File: config.mk
export PLATFORM = sky130hd
export DESIGN_NAME = irq_ctrl_top
export DESIGN_NICKNAME = d
export VERILOG_FILES = /design/src/irq_pkg.sv /design/src/irq_ctrl_top.sv /design/src/reg_arbiter.sv /design/src/irq_dispatch.sv /design/src/irq_prio_pipe.sv /design/src/irq_pending.sv
export SDC_FILE = /design/constraint.sdc
export NUM_CORES = 1
export LEC_CHECK = 0
export BUFFER_PORTS_ARGS = -buffer_cell sky130_fd_sc_hd__buf_2
export CORE_ASPECT_RATIO = 0.8
export CORE_UTILIZATION = 42
export DETAILED_ROUTE_END_ITERATION = 7
export PLACE_DENSITY = 0.73
export SLEW_MARGIN = 0
export SYNTH_ARGS = -nofsm -noshare
export SYNTH_HDL_FRONTEND = slang
export SYNTH_SLANG_ARGS = --single-unit
export TNS_END_PERCENT = 10
File: constraint.sdc
create_clock -name clk -period 4.5 [get_ports clk]
set_input_delay 0.9 -clock clk [delete_from_list [all_inputs] [get_ports clk]]
set_output_delay 0.9 -clock clk [all_outputs]
set_load 0.01 [all_outputs]
File: src/irq_pkg.sv
// interrupt widths, pipeline depth, register map, bus request struct and host index
package irq_pkg;

    // sources and priority pipeline
    localparam int NUM_IRQ     = 16;
    localparam int PRIO_STAGES = 4;

    // interrupt number and one-bit-per-source vectors
    typedef logic [$clog2(NUM_IRQ)-1:0] irq_vec_t;
    typedef logic [NUM_IRQ-1:0]         irq_mask_t;

    // register bus
    typedef logic [1:0]  reg_addr_t;
    typedef logic [15:0] reg_data_t;

    // enable mask, read and write
    localparam reg_addr_t REG_ENABLE  = 2'd0;
    // pending bits, write sets every 1 bit
    localparam reg_addr_t REG_PENDING = 2'd1;
    // write clears every 1 bit, reads as zero
    localparam reg_addr_t REG_CLEAR   = 2'd2;

    typedef struct packed {
        logic      write;
        reg_addr_t addr;
        reg_data_t wdata;
    } reg_req_t;

    // 0 is the core, 1 is the debug port
    typedef logic host_sel_t;

endpackage
File: src/irq_ctrl_top.sv
// interrupt controller top with register arbiter, pending, priority pipeline and dispatch
`timescale 1ns/100ps

module irq_ctrl_top
    import irq_pkg::*;
(
    input  logic           clk,
    input  logic           rst_n,
    input  irq_mask_t      irq_src,
    input  logic [1:0]     host_valid,
    input  reg_req_t [1:0] host_req,
    output logic [1:0]     host_ready,
    output logic [1:0]     rsp_valid,
    output reg_data_t      rsp_rdata,
    output logic           irq_valid,
    output irq_vec_t       irq_vec,
    input  logic           irq_ready
);

    logic      bus_valid;
    reg_req_t  bus_req;
    reg_data_t bus_rdata;
    irq_mask_t active;
    logic      pick_valid;
    irq_vec_t  pick_vec;
    logic      claim_valid;
    irq_vec_t  claim_vec;

    reg_arbiter reg_arbiter_inst (
        .clk        (clk),
        .rst_n      (rst_n),
        .host_valid (host_valid),
        .host_req   (host_req),
        .host_ready (host_ready),
        .rsp_valid  (rsp_valid),
        .rsp_rdata  (rsp_rdata),
        .bus_valid  (bus_valid),
        .bus_req    (bus_req),
        .bus_rdata  (bus_rdata)
    );

    irq_pending irq_pending_inst (
        .clk         (clk),
        .rst_n       (rst_n),
        .irq_src     (irq_src),
        .bus_valid   (bus_valid),
        .bus_req     (bus_req),
        .bus_rdata   (bus_rdata),
        .claim_valid (claim_valid),
        .claim_vec   (claim_vec),
        .active      (active)
    );

    irq_prio_pipe irq_prio_pipe_inst (
        .clk        (clk),
        .rst_n      (rst_n),
        .active     (active),
        .pick_valid (pick_valid),
        .pick_vec   (pick_vec)
    );

    irq_dispatch irq_dispatch_inst (
        .clk         (clk),
        .rst_n       (rst_n),
        .pick_valid  (pick_valid),
        .pick_vec    (pick_vec),
        .active      (active),
        .irq_valid   (irq_valid),
        .irq_vec     (irq_vec),
        .irq_ready   (irq_ready),
        .claim_valid (claim_valid),
        .claim_vec   (claim_vec)
    );

endmodule

File: src/reg_arbiter.sv
// round-robin arbiter of two hosts onto one register bus with registered response
`timescale 1ns/100ps

module reg_arbiter
    import irq_pkg::*;
(
    input  logic                 clk,
    input  logic                 rst_n,
    input  logic [1:0]           host_valid,
    input  reg_req_t [1:0]       host_req,
    output logic [1:0]           host_ready,
    output logic [1:0]           rsp_valid,
    output reg_data_t            rsp_rdata,
    output logic                 bus_valid,
    output reg_req_t             bus_req,
    input  reg_data_t            bus_rdata
);

    host_sel_t ptr;
    host_sel_t gnt;
    host_sel_t rsp_host;
    logic      rsp_pend;

    // priority host wins when both request
    always_comb begin
        gnt = host_valid[ptr] ? ptr : ~ptr;
    end

    assign bus_valid = |host_valid;
    assign bus_req   = host_req[gnt];

    always_comb begin
        host_ready = '0;
        if (bus_valid) begin
            host_ready[gnt] = 1'b1;
        end
    end

    // other host goes first after a grant
    always_ff @(posedge clk or negedge rst_n) begin
        if (!rst_n) begin
            ptr      <= 1'b0;
            rsp_pend <= 1'b0;
            rsp_host <= 1'b0;
        end else begin
            rsp_pend <= bus_valid;
            if (bus_valid) begin
                ptr      <= ~gnt;
                rsp_host <= gnt;
            end
        end
    end

    always_ff @(posedge clk) begin
        if (bus_valid) begin
            rsp_rdata <= bus_rdata;
        end
    end

    // response only to the host that was accepted
    assign rsp_valid = rsp_pend ? (2'b01 << rsp_host) : 2'b00;

endmodule

File: src/irq_dispatch.sv
// single-entry dispatch slot toward the core with stale-pick filter and claim
`timescale 1ns/100ps

module irq_dispatch
    import irq_pkg::*;
(
    input  logic      clk,
    input  logic      rst_n,
    input  logic      pick_valid,
    input  irq_vec_t  pick_vec,
    input  irq_mask_t active,
    output logic      irq_valid,
    output irq_vec_t  irq_vec,
    input  logic      irq_ready,
    output logic      claim_valid,
    output irq_vec_t  claim_vec
);

    logic     slot_full;
    irq_vec_t slot_vec;
    logic     load;
    logic     take;

    // pick must still be pending and enabled
    assign load = !slot_full && pick_valid && active[pick_vec];
    assign take = slot_full && irq_ready;

    always_ff @(posedge clk or negedge rst_n) begin
        if (!rst_n) begin
            slot_full <= 1'b0;
        end else if (take) begin
            slot_full <= 1'b0;
        end else if (load) begin
            slot_full <= 1'b1;
        end
    end

    // vector only changes while the slot is empty
    always_ff @(posedge clk) begin
        if (load) begin
            slot_vec <= pick_vec;
        end
    end

    assign irq_valid = slot_full;
    assign irq_vec   = slot_vec;

    // handshake clears the pending bit at the same edge
    assign claim_valid = take;
    assign claim_vec   = slot_vec;

endmodule

File: src/irq_prio_pipe.sv
// four-stage pipelined highest-index priority encoder over the active vector
`timescale 1ns/100ps

module irq_prio_pipe
    import irq_pkg::*;
(
    input  logic      clk,
    input  logic      rst_n,
    input  irq_mask_t active,
    output logic      pick_valid,
    output irq_vec_t  pick_vec
);

    irq_mask_t s1_act;
    irq_mask_t s2_act;
    irq_mask_t s3_act;
    irq_vec_t  s1_vec;
    irq_vec_t  s2_vec;
    irq_vec_t  s3_vec;
    irq_vec_t  s4_vec;
    logic      s1_found, s2_found, s3_found, s4_found;
    logic      s1_vld, s2_vld, s3_vld, s4_vld;

    // any bit set in quarter q
    function automatic logic quarter_any(irq_mask_t act, int unsigned q);
        return |act[q*(NUM_IRQ/PRIO_STAGES) +: NUM_IRQ/PRIO_STAGES];
    endfunction

    // highest set bit inside quarter q
    function automatic irq_vec_t quarter_top(irq_mask_t act, int unsigned q);
        irq_vec_t idx;
        idx = '0;
        for (int i = 0; i < NUM_IRQ/PRIO_STAGES; i++) begin
            if (act[q*(NUM_IRQ/PRIO_STAGES) + i]) begin
                idx = irq_vec_t'(q*(NUM_IRQ/PRIO_STAGES) + i);
            end
        end
        return idx;
    endfunction

    // valid and found flags per stage
    always_ff @(posedge clk or negedge rst_n) begin
        if (!rst_n) begin
            s1_vld   <= 1'b0;
            s2_vld   <= 1'b0;
            s3_vld   <= 1'b0;
            s4_vld   <= 1'b0;
            s1_found <= 1'b0;
            s2_found <= 1'b0;
            s3_found <= 1'b0;
            s4_found <= 1'b0;
        end else begin
            s1_vld   <= 1'b1;
            s2_vld   <= s1_vld;
            s3_vld   <= s2_vld;
            s4_vld   <= s3_vld;
            s1_found <= quarter_any(active, PRIO_STAGES - 1);
            s2_found <= s1_found || quarter_any(s1_act, PRIO_STAGES - 2);
            s3_found <= s2_found || quarter_any(s2_act, PRIO_STAGES - 3);
            s4_found <= s3_found || quarter_any(s3_act, PRIO_STAGES - 4);
        end
    end

    // an earlier find is kept, otherwise search this stage's quarter
    always_ff @(posedge clk) begin
        s1_act <= active;
        s2_act <= s1_act;
        s3_act <= s2_act;
        s1_vec <= quarter_top(active, PRIO_STAGES - 1);
        s2_vec <= s1_found ? s1_vec : quarter_top(s1_act, PRIO_STAGES - 2);
        s3_vec <= s2_found ? s2_vec : quarter_top(s2_act, PRIO_STAGES - 3);
        s4_vec <= s3_found ? s3_vec : quarter_top(s3_act, PRIO_STAGES - 4);
    end

    assign pick_valid = s4_vld && s4_found;
    assign pick_vec   = s4_vec;

endmodule

File: src/irq_pending.sv
// edge capture of interrupt sources, pending and enable registers, register file decode
`timescale 1ns/100ps

module irq_pending
    import irq_pkg::*;
(
    input  logic      clk,
    input  logic      rst_n,
    input  irq_mask_t irq_src,
    input  logic      bus_valid,
    input  reg_req_t  bus_req,
    output reg_data_t bus_rdata,
    input  logic      claim_valid,
    input  irq_vec_t  claim_vec,
    output irq_mask_t active
);

    irq_mask_t src_q;
    irq_mask_t src_qq;
    irq_mask_t rise;
    irq_mask_t pending;
    irq_mask_t enable;
    irq_mask_t pending_nxt;
    irq_mask_t enable_nxt;
    irq_mask_t sw_set;
    irq_mask_t sw_clr;
    irq_mask_t claim_clr;
    logic      bus_wr;

    // sample sources, then compare with the previous sample
    always_ff @(posedge clk or negedge rst_n) begin
        if (!rst_n) begin
            src_q  <= '0;
            src_qq <= '0;
        end else begin
            src_q  <= irq_src;
            src_qq <= src_q;
        end
    end

    assign rise   = src_q & ~src_qq;
    assign bus_wr = bus_valid && bus_req.write;

    assign sw_set = (bus_wr && bus_req.addr == REG_PENDING) ? bus_req.wdata : '0;
    assign sw_clr = (bus_wr && bus_req.addr == REG_CLEAR) ? bus_req.wdata : '0;

    always_comb begin
        for (int i = 0; i < NUM_IRQ; i++) begin
            claim_clr[i] = claim_valid && (claim_vec == irq_vec_t'(i));
        end
    end

    // set wins over clear on the same bit
    assign pending_nxt = (pending & ~(sw_clr | claim_clr)) | rise | sw_set;
    assign enable_nxt  = (bus_wr && bus_req.addr == REG_ENABLE) ? bus_req.wdata : enable;

    // active follows the updated state so stale picks are filtered exactly
    always_ff @(posedge clk or negedge rst_n) begin
        if (!rst_n) begin
            pending <= '0;
            enable  <= '0;
            active  <= '0;
        end else begin
            pending <= pending_nxt;
            enable  <= enable_nxt;
            active  <= pending_nxt & enable_nxt;
        end
    end

    // read data, zero for writes and for the clear register
    always_comb begin
        bus_rdata = '0;
        if (bus_valid && !bus_req.write) begin
            case (bus_req.addr)
                REG_ENABLE:  bus_rdata = enable;
                REG_PENDING: bus_rdata = pending;
                default:     bus_rdata = '0;
            endcase
        end
    end

endmodule

==> impl_metrics.yaml <==
run_status:
  status: "completed"
drt:
  vias_per_cell: 5.58
  initialDrtViolationCount: 334
  vias: 4060
  antenna_left: 0
  drt_pass1_iterations: 6
  wl_um: 13700
  wire_per_inst_um: 18.8
  drc: 0
clocking:
  cts_resized: 0
  postCtsSetupRepairBufs: 0
  clkLatencyLatePin_ns: 0.43
  clk_pin_slew_ns: 0.07
  cts_buffer_depth: 2
  cts_made_buffers: 17
  h-tree-depth: 4
  clockRootBuffer: "clkbuf_16"
  cts_tree: "yes"
  clkSinkCount: 151
  postCtsHoldBufs: 0
timing:
  fin_skew_ns: 0.00793
  finalMaxSlewViolations: 0
  worst_pin_slew_ns: 0.871
  rsz0062_at_grt: "no"
  setup_viol: 0
  fmax_mhz: 339
  tns_ns: 0
  finalCritPeriodShare_pct: 65.6
  finalCriticalPeriod_ns: 2.95
  slew_headroom_pct: 40.7
  hold_violations: 0
setup_path:
  cp-end-kind: "flop"
  required_ns: 4.65
  cpPeakStageDelay_ns: 0.74
  worstRegToRegCells: 6
  r2r_slack_ns: 1.67
  worst_r2r_startpoint: "reg_arbiter_inst.ptr$_DFFE_PN0N_"
  cp.arrival_ns: 3.11
  crit_path_cell_trace: "buf_2 -> nor2b_1 -> buf_4 -> nor2_4 -> mux2i_4 -> mux2i_1 -> nor2_1"
  r2r-end: "irq_pending_inst.active[0]$_DFF_PN0_"
  start_kind: "primary input"
  cp.depth: 7
  crit_fanout: 16
  crit_start: "host_valid[1]"
  cpMaxStageDelayCell: "mux2i_4"
  crit_end: "reg_arbiter_inst.rsp_rdata[10]$_SDFFCE_PN0N_"
  critPathKind: "primary input to flop"
  cp_num_buf_inv: 2
  cp_top_family: "multiplexers"
logic_synthesis:
  ys_ff_latch: 151
  avgSynthCellArea_um2: 12.8
  yosysUniqueCellTypes: 47
  async_flop_share_pct: 60.9
  ys_seq_area_share_pct: 63.8
  synth_nets: 510
  syn_area_um2: 5770
  ys.flop_type: "dfrtp_1"
  yosysTopAreaCell: "dfrtp_1"
  synth-edff-count: 20
  yosysWarnings: 0
  synth_top_area_share_pct: 39.9
  syn_inst: 451
  synth_area_leaders: "dfrtp_1 40%, dfxtp_1 14%, edfxtp_1 10%"
power_and_ir_drop:
  power_density_nw_per_um2: 599
  pwr-share-comb_pct: 17.7
  p_clk_share_pct: 34.4
  pwr-share-seq_pct: 47.9
  cellLeakagePower_nw: 3.00
  vdd_drop_max_v: 0.000331
  p_sw_share_pct: 30.8
  internal_power_w: 0.00290
  p_switching_w: 0.00129
cells_and_area:
  drive_gt1_share_pct: 26.3
  post-route-util_pct: 53.2
  syn_to_final_growth_pct: 21.1
  antenna_cells: 0
  fin_nets: 598
die:
  core-area_um2: 13100
  die_h_um: 107
  rows: 37
  die_w_um: 133
  ios: 84
  dieArea_um2: 14200
  start_util_pct: 43.9
global_route:
  grt.overflow.total: 0
  grtUsageTotal_pct: 21.1
  grt_first_pass_wirelength_um: 22000
  grt_pass1_vias: 4082
  antenna_found_initial: 0
  grt_max_degree: 65
min_path:
  worstHoldPathType: "flop to flop"
flow_run:
  maxCapViolCount: 0
placed_design:
  gp_congestion: 0.883
  port_buffers: 83
  detailed_place_hpwl_um: 9660
-- cell usage after synthesis, types with 3 or more instances --
library cell	number
edfxtp_1	20
or2_2	3
mux4_2	4
nand3_1	18
o221ai_1	7
and2_1	20
a221oi_1	15
nor2_1	24
o211a_1	15
or3_1	4
nand2b_1	19
inv_1	8
o21ai_0	35
dfxtp_1	39
clkbuf_1	4
buf_2	12
nand2_1	21
o21a_1	17
a21oi_1	5
a21boi_1	3
dfrtp_1	92
nor2b_1	6
o221ai_2	8
mux2i_1	23
nand4b_1	3
-- power by group through the flow --
stage	combinational, W	clock [W]	sequential, W
final	0.000741	0.00144	0.00200
after global routing	0.000810	0.00152	0.00205
after CTS	0.000743	0.00146	0.00200
after detailed placement	0.000736	0	0.00203
after global placement	0.000713	0	0.00201
after floorplan	0.000501	0	0.00196
-- cell families (layout without fill, tap and decap cells) --
kind of cell	after synthesis	count (layout)	synth area share [%]
buffers and inverters	29	130	2.41
flip-flops	151	151	63.8
other	1	1	0.0650
AND/OR/NAND/NOR	128	128	11.9
multiplexers	29	29	6.13
AO/OA/AOI/OAI	113	113	15.6
-- layer usage --
layer | global-route usage, % | share of wire, %
met5 | 0 | 0
met2 | 32.2 | 46
met4 | 8.54 | 2.1
met3 | 5.86 | 8.6
met1 | 28.4 | 44
-- metrics by stage --
| step | cells | instance area, µm² | power [W] | worst slack, ns | hold WS [ns] |
|---|---|---|---|---|---|
| final | 727 | 6990 | 0.00419 | 1.55 | 0.322 |
| after global routing | 727 | 6990 | 0.00438 | 1.42 | 0.326 |
| after CTS | 727 | 6990 | 0.00421 | 1.60 | 0.324 |
| after detailed placement | 695 | 6370 | 0.00277 | 1.14 | 0.315 |
| after global placement | 695 | 6370 | 0.00272 | 1.24 | 0.313 |
| after floorplan | 451 | 5770 | 0.00246 | 1.94 | 0.310 |
-- worst reg2reg max path: cells and delay by family (launching register included) --
kind | cells | cell delay (ns)
AOI/OAI and AO/OA | 4 | 1.93
buffers and inverters | 1 | 0.22
DFF | 1 | 0.42
and+or+nand+nor | 1 | 0.16
-- state kept, by name, summed over array words and instances, names as in the netlist, 8 cells and up --
| name | flops |
|---|---|
| irq_pending_inst.active | 16 |
| irq_pending_inst.enable | 16 |
| irq_pending_inst.pending | 16 |
| irq_pending_inst.src_q | 16 |
| irq_pending_inst.src_qq | 16 |
| irq_prio_pipe_inst.s1_act | 12 |
| irq_prio_pipe_inst.s2_act | 8 |
| reg_arbiter_inst.rsp_rdata | 16 |
-- how the worst min path moves through the flow --
stage / from / end / slack (ns) / depth (start not counted)
after floorplan: irq_prio_pipe_inst.s1_act[0]$_DFF_P_ / irq_prio_pipe_inst.s2_act[0]$_DFF_P_ / 0.31 / 0
after global placement: irq_prio_pipe_inst.s2_act[3]$_DFF_P_ / irq_prio_pipe_inst.s3_act[3]$_DFF_P_ / 0.31 / 0
after detailed placement: irq_prio_pipe_inst.s1_act[0]$_DFF_P_ / irq_prio_pipe_inst.s2_act[0]$_DFF_P_ / 0.32 / 0
after CTS: irq_prio_pipe_inst.s1_act[3]$_DFF_P_ / irq_prio_pipe_inst.s2_act[3]$_DFF_P_ / 0.32 / 0
after global routing: irq_prio_pipe_inst.s1_act[4]$_DFF_P_ / irq_prio_pipe_inst.s2_act[4]$_DFF_P_ / 0.33 / 0
final: irq_prio_pipe_inst.s1_act[4]$_DFF_P_ / irq_prio_pipe_inst.s2_act[4]$_DFF_P_ / 0.32 / 0
-- layout make-up --
type / count / area [µm²]
Clock buffer: 17 / 425
Clock inverter: 15 / 196
Fill cell: 1131 / 6160
Inverter: 9 / 33.8
Multi-Input combinational cell: 271 / 1960
Sequential cell: 151 / 3680
Tap cell: 175 / 219
Timing Repair Buffer: 89 / 475
-- placed cells by master, fill, tap and decap left out, drive strengths merged, types with 15 or more instances in the layout --
master  count
nand3      18
o21a       17
nand2b     19
edfxtp     20
dfxtp      39
and2       20
o211a      15
inv        17
nand2      21
mux2i      24
nor2       25
o21ai      36
dfrtp      92
a221oi     15
o221ai     15
clkbuf     17
buf        89
No activity file was read; power rests on OpenSTA's default activity.
